<file path="src/memStagePkg.sv">
package memStagePkg;

    // datapath and RAM geometry
    localparam int DATA_W    = 32;
    localparam int MEM_AW    = 8;
    localparam int MEM_WORDS = 1 << MEM_AW;

    // memory operation of one slot
    typedef enum logic [3:0] {
        MOP_NONE,
        MOP_LB,
        MOP_LBU,
        MOP_LH,
        MOP_LHU,
        MOP_LW,
        MOP_SB,
        MOP_SH,
        MOP_SW
    } memOp_e;

    // fault reported by the external TLB
    typedef enum logic [1:0] {
        TLB_NONE,
        TLB_REFILL,
        TLB_INVALID
    } tlbExc_e;

    // per-slot exception result
    typedef enum logic [2:0] {
        EXC_NONE,
        EXC_ADEL,
        EXC_ADES,
        EXC_TLBL,
        EXC_TLBS,
        EXC_SQUASHED
    } excCode_e;

    // one slot's request from memAccess to dbusSequencer
    typedef struct packed {
        logic                  doAccess;
        logic                  isLoad;
        memOp_e                op;
        logic [DATA_W-1:0]     addr;
        logic [DATA_W-1:0]     wdata;
        logic [DATA_W/8-1:0]   strobe;
        logic                  regWrite;
        logic [4:0]            rdst;
    } memReq_t;

    // sequencer FSM
    typedef enum logic [1:0] {
        IDLE,
        BUS_REQ,
        BUS_RELEASE,
        DONE
    } seqState_e;

endpackage

</file>
<file path="src/storeAlign.sv">
`timescale 1ns/1ps

module storeAlign (
    input  memStagePkg::memOp_e                 op,
    input  logic [1:0]                          byteOffset,
    input  logic [memStagePkg::DATA_W-1:0]      storeData,
    output logic [memStagePkg::DATA_W-1:0]      wdata,
    output logic [memStagePkg::DATA_W/8-1:0]    strobe
);
    import memStagePkg::*;

    always_comb begin
        wdata  = storeData;
        strobe = '0;
        case (op)
            MOP_SB: begin
                // same byte in every lane, strobe picks one
                wdata  = {4{storeData[7:0]}};
                strobe = 4'b0001 << byteOffset;
            end
            MOP_SH: begin
                wdata  = {2{storeData[15:0]}};
                strobe = byteOffset[1] ? 4'b1100 : 4'b0011;
            end
            MOP_SW: begin
                strobe = 4'b1111;
            end
            // loads and no-ops write nothing
            default: begin
                strobe = '0;
            end
        endcase
    end

endmodule

</file>
<file path="src/memAccess.sv">
`timescale 1ns/1ps

module memAccess (
    input  memStagePkg::memOp_e [1:0]               slotOp,
    input  logic [1:0][memStagePkg::DATA_W-1:0]     slotAddr,
    input  logic [1:0][memStagePkg::DATA_W-1:0]     slotStoreData,
    input  logic [1:0][4:0]                         slotRdst,
    input  memStagePkg::tlbExc_e [1:0]              slotTlbExc,
    output memStagePkg::memReq_t [1:0]              req,
    output memStagePkg::excCode_e [1:0]             excCode,
    output logic                                    excp
);
    import memStagePkg::*;

    logic [1:0]                     isLoad;
    logic [1:0]                     misaligned;
    excCode_e [1:0]                 ownExc;
    logic [1:0][DATA_W-1:0]         alignedData;
    logic [1:0][DATA_W/8-1:0]       laneStrobe;

    for (genvar i = 0; i < 2; i++) begin : gSlot
        storeAlign uAlign (
            .op         (slotOp[i]),
            .byteOffset (slotAddr[i][1:0]),
            .storeData  (slotStoreData[i]),
            .wdata      (alignedData[i]),
            .strobe     (laneStrobe[i])
        );
    end

    always_comb begin
        for (int i = 0; i < 2; i++) begin
            isLoad[i]     = 1'b0;
            misaligned[i] = 1'b0;
            case (slotOp[i])
                MOP_LB, MOP_LBU: begin
                    isLoad[i] = 1'b1;
                end
                MOP_LH, MOP_LHU: begin
                    isLoad[i]     = 1'b1;
                    misaligned[i] = slotAddr[i][0];
                end
                MOP_LW: begin
                    isLoad[i]     = 1'b1;
                    misaligned[i] = |slotAddr[i][1:0];
                end
                MOP_SH: begin
                    misaligned[i] = slotAddr[i][0];
                end
                MOP_SW: begin
                    misaligned[i] = |slotAddr[i][1:0];
                end
                default: begin
                    misaligned[i] = 1'b0;
                end
            endcase

            // tlb fault wins over misalignment
            if (slotOp[i] == MOP_NONE) begin
                ownExc[i] = EXC_NONE;
            end else if (slotTlbExc[i] != TLB_NONE) begin
                ownExc[i] = isLoad[i] ? EXC_TLBL : EXC_TLBS;
            end else if (misaligned[i]) begin
                ownExc[i] = isLoad[i] ? EXC_ADEL : EXC_ADES;
            end else begin
                ownExc[i] = EXC_NONE;
            end
        end

        // older slot 1 kills younger slot 0, never the reverse
        excCode[1] = ownExc[1];
        if (ownExc[0] == EXC_NONE && ownExc[1] != EXC_NONE) begin
            excCode[0] = EXC_SQUASHED;
        end else begin
            excCode[0] = ownExc[0];
        end

        for (int i = 0; i < 2; i++) begin
            req[i].doAccess = (slotOp[i] != MOP_NONE) && (excCode[i] == EXC_NONE);
            req[i].isLoad   = isLoad[i];
            req[i].op       = slotOp[i];
            req[i].addr     = slotAddr[i];
            req[i].wdata    = alignedData[i];
            req[i].strobe   = laneStrobe[i];
            req[i].regWrite = req[i].doAccess && isLoad[i];
            req[i].rdst     = slotRdst[i];
        end

        excp = (ownExc[1] != EXC_NONE) || (ownExc[0] != EXC_NONE);
    end

endmodule

</file>
<file path="config.mk">
export PLATFORM = sky130hd
export DESIGN_NAME = memAccess
export DESIGN_NICKNAME = d
export VERILOG_FILES = /design/src/memStagePkg.sv /design/src/storeAlign.sv /design/src/memAccess.sv
export SDC_FILE = /design/constraint.sdc
export NUM_CORES = 1
export LEC_CHECK = 0
export BUFFER_PORTS_ARGS = -buffer_cell sky130_fd_sc_hd__clkbuf_2
export CELL_PAD_IN_SITES_DETAIL_PLACEMENT = 1
export CELL_PAD_IN_SITES_GLOBAL_PLACEMENT = 1
export CORE_AREA = 5 5 121 123
export DETAILED_ROUTE_END_ITERATION = 6
export DIE_AREA = 0 0 126 128
export PLACE_DENSITY_LB_ADDON = 0.1
export SETUP_SLACK_MARGIN = 0.05
export SYNTH_ARGS = -nofsm -noshare
export SYNTH_HDL_FRONTEND = slang
export SYNTH_HIERARCHICAL = 1
export SYNTH_SLANG_ARGS = --single-unit
export TNS_END_PERCENT = 50
</file>
<file path="constraint.sdc">
create_clock -name vclk -period 2.8
set_clock_uncertainty 0.1 [all_clocks]
set_input_delay 0.28 -clock vclk [all_inputs]
set_output_delay 0.28 -clock vclk [all_outputs]
set_load 0.05 [all_outputs]
</file>
==> run summary <==
Run status: finished clean
Initial Utilization: 15.3%
Post-synthesis sequential area ratio: 0%
CP max stage delay: 380 ps
Cell Chain, Critical Path: clkbuf_2 > or3b_1 > a211o_1 > a31o_1 > o31ai_2 > clkbuf_2
# IOs: 317
Logic pwr share: 100.0%
Total congestion overflow: 0
Clock network power share: 0%
Worst-Margin Slew: 467 ps
Vias: 1967
Sequential share of power: 0%
Post-cts repair resize count: 0
Setup violations, final: 0
Mapped Cells: 244
Worst setup margin: 407 ps
Setup Buffers After CTS: 0
Tot Pwr: 660 uW
CP required: 2420 ps
Final #Nets: 469
Gp weighted congestion: 0.775
DR DRC count: 0
Placed cell count: 497
Iter 0 DRT Violations: 14
N_diodes: 0
Max-slew violations: 0
Tcrit/Tclk final: 85.5%
Critical path endpoint category: primary output
Antenna-violating nets left: 0
Row count: 43
Max-cap violations: 0
Net Sw Power: 467 uW
Core area: 0.0136 sq mm
Drt pass-1 iters: 4
WL final: 7620 um
Die height: 128 um
Setup CP Type: in -> out
Sw Ratio: 70.8%
Antenna violations before repair: 0
Yosys Warn Count: 6
Vias per Instance: 3.96
Worst Path Max Fanout: 11
Placement Setup Slack: 380 ps
Final Hold Fails: 0
Crit start category: primary input
Finished Layout Cells: 497
Avg WL per Cell: 15.3 um
Max_slew headroom: 68.6%
P&R area growth vs syn: 15.8%
Peak supply drop: 0.0653 mV
RSZ-0062 raised after global routing: false
Final core occ: 17.8%
Post-synth cell types: 34
Min cycle time layout: 2390 ps
DP HPWL: 6570 um
Vias in the first global route: 2092
WP data arrival: 2010 ps
Share of layout cells above drive strength 1: 78.5%
Die Area: 0.0161 sq mm
Hold Buf Count CTS: 0
Clkbuf count: 0
Highest clock rate: 418 MHz
Mean Syn Cell Area: 8.53 sq um
FFs & Latches: 0
Die extent in x: 126 um
Register area: 0 sq um
Slowest cell on the critical path: or3b_1
Mapped Area: 0.00208 sq mm
P_leak: 0.00128 uW
Largest net degree at the start of global routing: 22
Min-Delay Path Class: in -> out
CP most frequent cell: clkbuf_2
Internal Power: 192 uW
First-pass GRT wire length: 11500 um
Global router's overall resource usage: 8.44%
Net count after synthesis: 394
PD cells: 274 mW/mm^2
Number of port buffers: 177
==> path summary, 6_finish.rpt <==
kind / depth (start not counted) / from / slack, ps / end
worst max-delay path: 6 / slotOp[7] / 410 / excCode[2]
worst min-delay path: 0 / slotAddr[35] / 460 / req[125]
==> cell type report <==
cell class	instances	area [sq um]
inverter	5	18.8
multi-input combinational	130	1240
tap	180	225
timing repair buffer	182	923
fill	1681	11100
==> through the flow <==
| stage | hold slack [ps] | TNS (ps) | cell area (sq um) |
|---|---|---|---|
| 2_1_floorplan | 627 | -27.2 | 2080 |
| 3_3_place_gp | 460 | 0 | 2410 |
| 3_5_place_dp | 460 | 0 | 2410 |
| 4_1_cts | 460 | 0 | 2410 |
| 5_1_grt | 460 | 0 | 2410 |
| 6_report | 460 | 0 | 2410 |
==> layout by cell type, fill, tap and decap left out, types with 2 or more instances in the layout <==
cell type / instances
a211o_1: 3
a21oi_1: 5
and4bb_1: 2
buf_4: 5
clkbuf_2: 177
inv_1: 5
mux2_2: 48
mux2_4: 16
nand2_1: 4
nand2b_1: 2
nand3_1: 2
nand3b_1: 4
nand4b_1: 2
nor2_1: 9
nor2b_1: 2
nor3_1: 3
nor4_1: 2
nor4bb_1: 2
o31ai_1: 9
or3b_1: 2
or4b_4: 2
==> power by group through the flow <==
stage                     registers, uW  logic (uW)  clock network, uW
after global placement                0         670                  0
after detailed placement              0         668                  0
after global routing                  0         697                  0
after CTS                             0         670                  0
final                                 0         660                  0
after floorplan                       0         779                  0
==> worst max-delay path, delay by kind of cell <==
kind,cells,cell delay [ps]
compound gates,3,850
buf+inv,2,500
simple gates,1,380
==> synth_stat cells, types with 3 or more instances <==
cell type  instances  area [sq um]
a211o_1            3          26.3
a21oi_1            5          25.0
buf_2              5          25.0
buf_4             98           736
buf_6              5          56.3
inv_1              5          18.8
mux2_2            48           541
mux2_4            16           240
nand2_1            4          15.0
nand3b_1           4          30.0
nor2_1             9          33.8
nor3_1             3          15.0
o31ai_1            9          67.6
==> metal layers <==
layer | track usage [%] | vias to the layer above | share of wire [%]
li1 | - | 910 | -
met4 | 0.694 | 0 | 0.46
met1 | 10.2 | 915 | 40
met5 | 0 | - | 0
met3 | 2.29 | 14 | 10
met2 | 15.6 | 128 | 49
==> cell families after synthesis <==
kind of cell    share of synthesized area (%)
mux                                      38.0
simple gates                             12.3
compound gates                           8.96
xor+xnor                                0.421
buf+inv                                  40.3
No activity file was read; power rests on OpenSTA's default activity.
