**config.mk**
```make
export PLATFORM = sky130hd
export DESIGN_NAME = dbusSequencer_flat
export DESIGN_NICKNAME = d
export VERILOG_FILES = /design/src/memStagePkg.sv /design/src/dbusIf.sv /design/src/loadExtend.sv /design/src/dbusSequencer.sv /design/src/flat_wrapper.sv
export SDC_FILE = /design/constraint.sdc
export NUM_CORES = 1
export LEC_CHECK = 0
export ABC_AREA = 1
export ABC_CLOCK_PERIOD_IN_PS = 2820
export CAP_MARGIN = 15
export CORE_AREA = 8 8 126 128
export CTS_CLUSTER_DIAMETER = 120
export DETAILED_ROUTE_END_ITERATION = 8
export DIE_AREA = 0 0 134 136
export DONT_BUFFER_PORTS = 1
export HOLD_SLACK_MARGIN = 0.1
export SYNTH_ARGS = -nofsm -noshare
export SYNTH_HDL_FRONTEND = slang
export SYNTH_HIERARCHICAL = 1
export SYNTH_SLANG_ARGS = --single-unit
export TNS_END_PERCENT = 10
```
**constraint.sdc**
```tcl
create_clock -name clk -period 2.82 [get_ports clk]
set_input_delay 0.564 -clock clk [delete_from_list [all_inputs] [get_ports clk]]
set_output_delay 0.564 -clock clk [all_outputs]
set_load 0.03 [all_outputs]
```
**src/memStagePkg.sv**
```systemverilog
package memStagePkg;

    // datapath and RAM geometry
    localparam int DATA_W    = 32;
    localparam int MEM_AW    = 8;
    localparam int MEM_WORDS = 1 << MEM_AW;

    // memory operation of one slot
    typedef enum logic [3:0] {
        MOP_NONE,
        MOP_LB,
        MOP_LBU,
        MOP_LH,
        MOP_LHU,
        MOP_LW,
        MOP_SB,
        MOP_SH,
        MOP_SW
    } memOp_e;

    // fault reported by the external TLB
    typedef enum logic [1:0] {
        TLB_NONE,
        TLB_REFILL,
        TLB_INVALID
    } tlbExc_e;

    // per-slot exception result
    typedef enum logic [2:0] {
        EXC_NONE,
        EXC_ADEL,
        EXC_ADES,
        EXC_TLBL,
        EXC_TLBS,
        EXC_SQUASHED
    } excCode_e;

    // one slot's request from memAccess to dbusSequencer
    typedef struct packed {
        logic                  doAccess;
        logic                  isLoad;
        memOp_e                op;
        logic [DATA_W-1:0]     addr;
        logic [DATA_W-1:0]     wdata;
        logic [DATA_W/8-1:0]   strobe;
        logic                  regWrite;
        logic [4:0]            rdst;
    } memReq_t;

    // sequencer FSM
    typedef enum logic [1:0] {
        IDLE,
        BUS_REQ,
        BUS_RELEASE,
        DONE
    } seqState_e;

endpackage

```
**src/dbusIf.sv**
```systemverilog
`timescale 1ns/1ps

interface dbusIf;
    import memStagePkg::*;

    // master side
    logic                req;
    logic [DATA_W-1:0]   addr;
    logic [DATA_W-1:0]   wdata;
    logic [DATA_W/8-1:0] strobe;

    // slave side, rdata valid while ack is high
    logic                ack;
    logic [DATA_W-1:0]   rdata;

    modport master (
        output req, addr, wdata, strobe,
        input  ack, rdata
    );

    modport slave (
        input  req, addr, wdata, strobe,
        output ack, rdata
    );

endinterface

```
**src/loadExtend.sv**
```systemverilog
`timescale 1ns/1ps

module loadExtend (
    input  memStagePkg::memOp_e             op,
    input  logic [1:0]                      byteOffset,
    input  logic [memStagePkg::DATA_W-1:0]  rdata,
    output logic [memStagePkg::DATA_W-1:0]  loadValue
);
    import memStagePkg::*;

    logic [7:0]  byteLane;
    logic [15:0] halfLane;

    // lane select from low address bits
    assign byteLane = rdata[{byteOffset, 3'b000} +: 8];
    assign halfLane = byteOffset[1] ? rdata[31:16] : rdata[15:0];

    always_comb begin
        case (op)
            MOP_LB: begin
                loadValue = {{24{byteLane[7]}}, byteLane};
            end
            MOP_LBU: begin
                loadValue = {24'h0, byteLane};
            end
            MOP_LH: begin
                loadValue = {{16{halfLane[15]}}, halfLane};
            end
            MOP_LHU: begin
                loadValue = {16'h0, halfLane};
            end
            MOP_LW: begin
                loadValue = rdata;
            end
            default: begin
                loadValue = '0;
            end
        endcase
    end

endmodule

```
**src/dbusSequencer.sv**
```systemverilog
`timescale 1ns/1ps

module dbusSequencer (
    input  logic                                    clk,
    input  logic                                    arstN,
    input  logic                                    inReq,
    output logic                                    inAck,
    input  memStagePkg::memReq_t [1:0]              req,
    dbusIf.master                                   bus,
    output logic [1:0]                              wbRegWrite,
    output logic [1:0][4:0]                         wbRdst,
    output logic [1:0][memStagePkg::DATA_W-1:0]     wbData
);
    import memStagePkg::*;

    seqState_e              state;
    logic                   curSlot;
    logic                   busReq;
    logic [DATA_W-1:0]      loadValue;
    logic [1:0][DATA_W-1:0] loadData;

    loadExtend uExtend (
        .op         (req[curSlot].op),
        .byteOffset (req[curSlot].addr[1:0]),
        .rdata      (bus.rdata),
        .loadValue  (loadValue)
    );

    // request fields stay stable for the whole transaction
    assign bus.req    = busReq;
    assign bus.addr   = req[curSlot].addr;
    assign bus.wdata  = req[curSlot].wdata;
    assign bus.strobe = req[curSlot].strobe;

    always_ff @(posedge clk or negedge arstN) begin
        if (!arstN) begin
            state   <= IDLE;
            curSlot <= 1'b1;
            busReq  <= 1'b0;
            inAck   <= 1'b0;
        end else begin
            case (state)
                IDLE: begin
                    if (inReq) begin
                        // older slot goes first
                        if (req[1].doAccess) begin
                            curSlot <= 1'b1;
                            busReq  <= 1'b1;
                            state   <= BUS_REQ;
                        end else if (req[0].doAccess) begin
                            curSlot <= 1'b0;
                            busReq  <= 1'b1;
                            state   <= BUS_REQ;
                        end else begin
                            inAck <= 1'b1;
                            state <= DONE;
                        end
                    end
                end
                BUS_REQ: begin
                    if (bus.ack) begin
                        busReq <= 1'b0;
                        state  <= BUS_RELEASE;
                    end
                end
                BUS_RELEASE: begin
                    // wait for ack low before next req
                    if (!bus.ack) begin
                        if (curSlot && req[0].doAccess) begin
                            curSlot <= 1'b0;
                            busReq  <= 1'b1;
                            state   <= BUS_REQ;
                        end else begin
                            inAck <= 1'b1;
                            state <= DONE;
                        end
                    end
                end
                DONE: begin
                    if (!inReq) begin
                        inAck <= 1'b0;
                        state <= IDLE;
                    end
                end
                default: begin
                    state <= IDLE;
                end
            endcase
        end
    end

    // capture extended load data while rdata is valid
    always_ff @(posedge clk) begin
        if (state == BUS_REQ && bus.ack && req[curSlot].isLoad) begin
            loadData[curSlot] <= loadValue;
        end
    end

    for (genvar i = 0; i < 2; i++) begin : gWb
        assign wbRegWrite[i] = req[i].regWrite;
        assign wbRdst[i]     = req[i].rdst;
        assign wbData[i]     = req[i].regWrite ? loadData[i] : '0;
    end

endmodule

```
**src/flat_wrapper.sv**
```systemverilog
// flat-port wrapper written by rule: the top's interface ports become plain ports
module dbusSequencer_flat import memStagePkg::*;
  (clk, arstN, inReq, inAck, req, wbRegWrite, wbRdst, wbData, bus_req, bus_addr, bus_wdata, bus_strobe, bus_ack, bus_rdata);
  dbusIf bus_i ();
  input  logic clk;
  input  logic arstN;
  input  logic inReq;
  output logic inAck;
  input  memStagePkg::memReq_t [1:0] req;
  output logic [1:0] wbRegWrite;
  output logic [1:0][4:0] wbRdst;
  output logic [1:0][memStagePkg::DATA_W-1:0] wbData;
  output wire logic [$bits(bus_i.req)-1:0] bus_req;
  output wire logic [$bits(bus_i.addr)-1:0] bus_addr;
  output wire logic [$bits(bus_i.wdata)-1:0] bus_wdata;
  output wire logic [$bits(bus_i.strobe)-1:0] bus_strobe;
  input wire logic [$bits(bus_i.ack)-1:0] bus_ack;
  input wire logic [$bits(bus_i.rdata)-1:0] bus_rdata;
  assign bus_req = bus_i.req;
  assign bus_addr = bus_i.addr;
  assign bus_wdata = bus_i.wdata;
  assign bus_strobe = bus_i.strobe;
  assign bus_i.ack = bus_ack;
  assign bus_i.rdata = bus_rdata;
  dbusSequencer u_core (.clk(clk), .arstN(arstN), .inReq(inReq), .inAck(inAck), .req(req), .bus(bus_i), .wbRegWrite(wbRegWrite), .wbRdst(wbRdst), .wbData(wbData));
endmodule
```
==> metrics, run 1 <==
outcome finished clean; period utilization 0.915; Hold Violations, Final 0; Synth Flop Type edfxtp_1; Slowest cell on crit path dfstp_2; total gr overflow 0; Area Overhead vs Synth 10.4%; switching power 0.00291 W; register area share after synthesis 0.432; drt total wl roughly 20,000 um; worst skew pair latency between 0.3 and 0.4 ns; largest area contributor in the netlist edfxtp_1; average size of a mapped cell 6.67 um2; crit-path max FO 67; Post-DP HPWL 16,500 um; proportion of layout cells with a drive suffix above 1 0.0905; reg2reg start u_core/curSlot; clock share of power 0.203; Post-CTS Hold Buffers 1; Final Skew around 0.0085 ns; RSZ-0062 raised after global routing false; CP peak stage delay between 0.6 and 0.7 ns; Filler Cells Inserted ~1,500; Setup crit end kind primary output; CTS Root Buffer Type clkbuf_16; critical path class register to primary output; CTS tree built; ordered cell list for the critical path buf_4 > nand2_1 > nand2_1; Initial DRC Count 400; Leakage between 2 and 3 nW; largest net degree at the start of global routing 68; Max IR drop VDD ~0.64 mV; top cell types by occurrence after synthesis 368 x nand2_1, 93 x inv_1, 64 x edfxtp_1; Setup-failing EPs final 0; CTS max path bufs 2; worst hold start bus_rdata[2]; Pint about 0.0028 W; instance count of the mapped netlist ~710; Setup Buffers After CTS 0; Initial Utilization 0.338; CTS buffer count 9; Critical Path AT approximately 2 ns; die width approximately 130 um; Power Density between 1000 and 1500 nW/um2; flops & latches, synth a little under 70; Fmax around 390 MHz; Yosys top cell area share 0.405; # rows 44; Critical Path RT roughly 2.3 ns; GP Congestion roughly 0.92; clk slew on worst S/H paths roughly 0.05 ns; Sw Share 0.512; max-cap viol count 0; asr flop ratio synth 0.0725; DR vias ~4,500; worst slew pin tran ~0.6 ns; Detail Route Antenna Nets 0; Comb pwr share 0.532; Final Max Slew Viols 0; Yosys cell types 24; initial antenna violation count 1; EDFF count, synth 64; Startpoint Class register; # H-tree levels 3; Period minus WS final between 2 and 3 ns; PostCTS Resize Cnt 0; number of global-route vias before repair between 4,000 and 5,000; most common cell in the synthesized netlist nand2_1; Total GRT Usage 0.204; number of I/O port buffers 0; Mapped Area ~4700 um2; # DRC 0; DR WL/cell 22.0 um; hold crit path type primary input to register; global-route wire length before repair ~27,000 um; Min Hold Slack ~0.46 ns; Mapped Nets slightly above 900; die area roughly 18,000 um2; Via density 4.99; Worst path most repeated cell nand2_1; I/O pins roughly 340; relative slew slack 0.593; Die H approximately 140 um; Synth area leaders edfxtp_1 41%, nand2_1 29%, inv_1 7.4%, nand3_1 5.9%, dfrtp_1 2.1%; CP startpoint u_core/curSlot; Reg power frac 0.265; final setup TNS 0 ns; nets@finish around 900; YS warnings 6; CORE AREA between 10,000 and 15,000 um2; Pre-antenna DRT Iters 5; CTS sink cnt approximately 70
[critical path: cells and delay by family (launching register included)]
family        cells  cell delay (ns)
flops             1             0.63
buf+inv           1             0.54
simple gates      2             0.48
[per-stage QoR]
| stage | setup WS [ns] | power [W] | utilization | cell area, um2 | std cells |
|---|---|---|---|---|---|
| floorplan | 0.274 | 0.00393 | - | 4740 | 711 |
| global placement | 0.582 | 0.00454 | 0.350 | 4920 | 874 |
| detailed placement | 0.541 | 0.00455 | 0.350 | 4920 | 874 |
| CTS | 0.214 | 0.00571 | 0.373 | 5240 | 891 |
| global route | 0.136 | 0.00599 | 0.373 | 5240 | 892 |
| finish | 0.239 | 0.00568 | 0.373 | 5240 | 892 |
[final cells by class]
type / instances / area (um2) / share of cell area
flip-flops and latches: 69 / 2050 / 0.391
multi-input cells: 496 / 2060 / 0.393
well taps: 184 / 230 / 0.0440
diodes: 1 / 2.50 / 0.000478
clock inverters: 6 / 77.6 / 0.0148
inverters: 100 / 380 / 0.0726
repair buffers: 26 / 210 / 0.0401
clock buffers: 10 / 229 / 0.0437
[cells in the final DEF, fill, tap and decap left out, types with 3 or more instances in the layout]
cell type,instances
a21oi_1,14
o21ai_0,12
nand2_1,368
nand3_1,56
buf_4,24
dfrtp_1,4
nor2_2,3
clkbuf_16,9
edfxtp_1,64
inv_1,93
nand2_2,6
inv_2,5
nor2_1,24
nor2_4,4
[logic make-up after synthesis]
kind of cell	count (synthesis)	synth area share
buffers and inverters	146	0.137
and+or+nand+nor	465	0.395
DFF	69	0.432
AOI/OAI and AO/OA	31	0.0359
[worst paths after layout]
check	endpoint	slack, ns	depth (start not counted)
max in group asynchronous	u_core/curSlot	1.96	1
setup / recovery	bus_wdata[1]	0.24	3
hold / removal	u_core/loadData[34]	0.46	2
min in group asynchronous	u_core/bus.req	0.57	1
setup reg to reg	u_core/loadData[33]	0.55	4
hold reg to reg	u_core/bus.req	0.69	2
[power by group through the flow]
stage / Combinational, W / Sequential (W) / Clock, W
6_report: 0.00302 / 0.00151 / 0.00115
5_1_grt: 0.00326 / 0.00152 / 0.00120
4_1_cts: 0.00303 / 0.00151 / 0.00117
3_5_place_dp: 0.00302 / 0.00153 / 0
3_3_place_gp: 0.00302 / 0.00152 / 0
2_1_floorplan: 0.00248 / 0.00145 / 0
[routing by layer]
metal / up-vias / GRT usage / part of all wire
li1: 2146 / - / -
met1: 2010 / 0.218 / 0.37
met2: 272 / 0.368 / 0.51
met5: - / 0 / 0
met3: 23 / 0.0758 / 0.098
met4: 0 / 0.0593 / 0.020
[state kept, by name (all words and copies together) (netlist names)]
signal	count
u_core/loadData	64
u_core/inAck	1
u_core/curSlot	1
u_core/bus.req	1
u_core/state	2
Note: power is estimated with default switching activity, not from simulation.
==> inputs of run 2 (changes only) <==
--- a/config.mk
+++ b/config.mk
@@ -8,12 +8,12 @@
 export ABC_AREA = 1
 export ABC_CLOCK_PERIOD_IN_PS = 2820
 export CAP_MARGIN = 15
-export CORE_AREA = 8 8 126 128
+export CORE_MARGIN = 8
+export CORE_UTILIZATION = 30
 export CTS_CLUSTER_DIAMETER = 120
 export DETAILED_ROUTE_END_ITERATION = 8
-export DIE_AREA = 0 0 134 136
 export DONT_BUFFER_PORTS = 1
-export HOLD_SLACK_MARGIN = 0.1
+export HOLD_SLACK_MARGIN = 0.08
 export SYNTH_ARGS = -nofsm -noshare
 export SYNTH_HDL_FRONTEND = slang
 export SYNTH_HIERARCHICAL = 1
==> constraint.sdc (replaced) <==
create_clock -name clk -period 2.82 [get_ports clk]
set_input_delay 0.564 -clock clk [delete_from_list [all_inputs] [get_ports clk]]
set_output_delay 0.564 -clock clk [all_outputs]
set_load 0.02 [all_outputs]
==> run 2 against run 1 <==
Against the previous run:
- power fell by 9.0%
- clock power fell by 7%
- setup slack improved by 0.28 ns
- non-clock buffer count fell by 10
- final cell count rose by 2.5%
- critical path type is now register to register
- highest routed layer unchanged
==> metrics, run 2 (synthesis gave the netlist of run 1 again) <==
period utilization 0.815 (-0.101); nets@finish 888 (-1.1%); Leakage 2.90 nW (-2.0%); final setup TNS 0 ns (unchanged); Post-DP HPWL 17,000 um (+2.7%); RSZ-0062 raised after global routing false; Area Overhead vs Synth 9.12%; I/O pins 342 (unchanged); hold crit path type primary input to register; Max IR drop VDD 0.542 mV (-15%); die width 142 um (+5.8%); CTS buffer count 9 (unchanged); outcome finished clean; worst slew pin tran 0.562 ns (-0.0492 ns); Via density 4.86 (-2.5%); Critical Path AT 2.45 ns (+0.43 ns); CP startpoint u_core/curSlot; Detail Route Antenna Nets 0 (unchanged); proportion of layout cells with a drive suffix above 1 0.0775 (-0.0130); PostCTS Resize Cnt 0 (unchanged); Total GRT Usage 0.194 (-0.0100); Setup crit end kind register; drt total wl 20,200 um (+2.7%); worst setup path end u_core/loadData[14]; global-route wire length before repair 28,600 um (+5.2%); CTS tree built; GP Congestion 0.923 (-0.14%); # rows 46 (+4.5%); Min Hold Slack 0.456 ns (-0.00213 ns); commonest non-fill, non-tap cell in the layout nand2_1; Reg2Reg Depth 7 (+3); Fmax 435 MHz (+12%); number of global-route vias before repair 4,482 (+3.5%); initial antenna violation count 1 (unchanged); CTS sink cnt 69 (unchanged); FF-to-FF End u_core/loadData[14]; critical path class register to register; relative slew slack 0.625 (+0.0324); reg-to-reg setup timing slack 0.52 ns (-0.03 ns); max-cap viol count 0 (unchanged); most frequent cells in the layout 368 x nand2_1, 93 x inv_1, 64 x edfxtp_1; crit-path max FO 72 (+7.5%); Startpoint Class register; CORE AREA 15,700 um2 (+12%); die area 20,100 um2 (+10%); max reg flops 64 (unchanged); Setup-failing EPs final 0 (unchanged); CTS Root Buffer Type clkbuf_16; Critical Path RT 2.97 ns (+0.71 ns); Die H 142 um (+4.2%); Hold Violations, Final 0 (unchanged); worst skew pair latency 0.33 ns (about the same); reg2reg start u_core/curSlot; Initial DRC Count 277 (-31%); Pre-antenna DRT Iters 5 (unchanged); Final Skew 0.00641 ns (-0.00211 ns); Period minus WS final 2.30 ns (-0.284 ns); Most flops, register u_core/loadData; total gr overflow 0 (unchanged); Power Density 998 nW/um2 (-7.9%); largest net degree at the start of global routing 73 (+7.4%); CTS max path bufs 2 (unchanged); DR vias 4,445 (-0.13%); # H-tree levels 3 (unchanged); Largest regs u_core/loadData: 64 flops, u_core/state: 2 flops; DR WL/cell 22.1 um (+0.24%); # DRC 0 (unchanged); clk slew on worst S/H paths 0.06 ns (about the same); number of I/O port buffers 0 (unchanged); Initial Utilization 0.303 (-0.0349); Final Max Slew Viols 0 (unchanged)
[run 2: cell count changes in the layout (fill, tap and decap cells not counted)]
cell       delta
buf_4        -10
bufinv_16     -1
clkbuf_1      -1
clkinv_1      +1
clkinv_2      +1
[run 2: final cells by class]
class                   instances  area (um2)
diodes                          1        2.50
clock buffers                   9         225
clock inverters                 7        56.3
fillers                      1725       10500
inverters                     100         380
multi-input cells             496        2060
flip-flops and latches         69        2050
well taps                     216         270
repair buffers                 16         135
[run 2: timing repair]
| item | 4_1_cts | 5_1_grt |
|---|---|---|
| endpoints found under the hold margin | 5 | 0 |
| hold buffers | 1 | 0 |
| setup buffers | 0 | 0 |
[run 2: routing by layer]
| metal | share of wire | vias up | GRT usage |
|---|---|---|---|
| li1 | - | 2125 | - |
| met1 | 0.37 | 2035 | 0.204 |
| met2 | 0.53 | 269 | 0.362 |
| met3 | 0.086 | 16 | 0.0608 |
| met4 | 0.017 | 0 | 0.0537 |
| met5 | 0 | - | 0 |
[run 2: worst min-delay path by stage]
stage | from | endpoint | slack [ns] | depth (start not counted)
after global placement | arstN | u_core/bus.req | 0.27 | 0
after detailed placement | arstN | u_core/bus.req | 0.27 | 0
after global routing | inReq | u_core/state[0] | 0.45 | 2
after CTS | bus_ack | u_core/state[1] | 0.45 | 3
final | inReq | u_core/state[0] | 0.46 | 2
after floorplan | arstN | u_core/bus.req | 0.27 | 0
[run 2: critical path, stage by stage, from the launching register on]
cell,delay [ns]
dfstp_2,0.59
buf_12,0.26
nand2_1,0.08
nand2_1,0.11
inv_1,0.07
nor3_1,0.23
nand3_2,0.49
nand3_1,0.29
[run 2: per-stage QoR]
stage	utilization	std cells	instance area, um2	power [W]	worst slack, ns
after floorplan	-	711	4740	0.00358	0.274
after CTS	0.331	913	5170	0.00521	0.466
after global placement	0.312	896	4880	0.00412	0.501
after global routing	0.331	914	5180	0.00551	0.296
after detailed placement	0.312	896	4880	0.00413	0.483
final	0.331	914	5180	0.00517	0.523
[run 2: power breakdown]
group / switching, W / internal, W / leakage, nW
Combinational: 0.00203 / 0.000580 / 2.08
Clock: 0.000399 / 0.000670 / 0.141
Sequential: 0.000119 / 0.00137 / 0.672
Total: 0.00255 / 0.00262 / 2.90
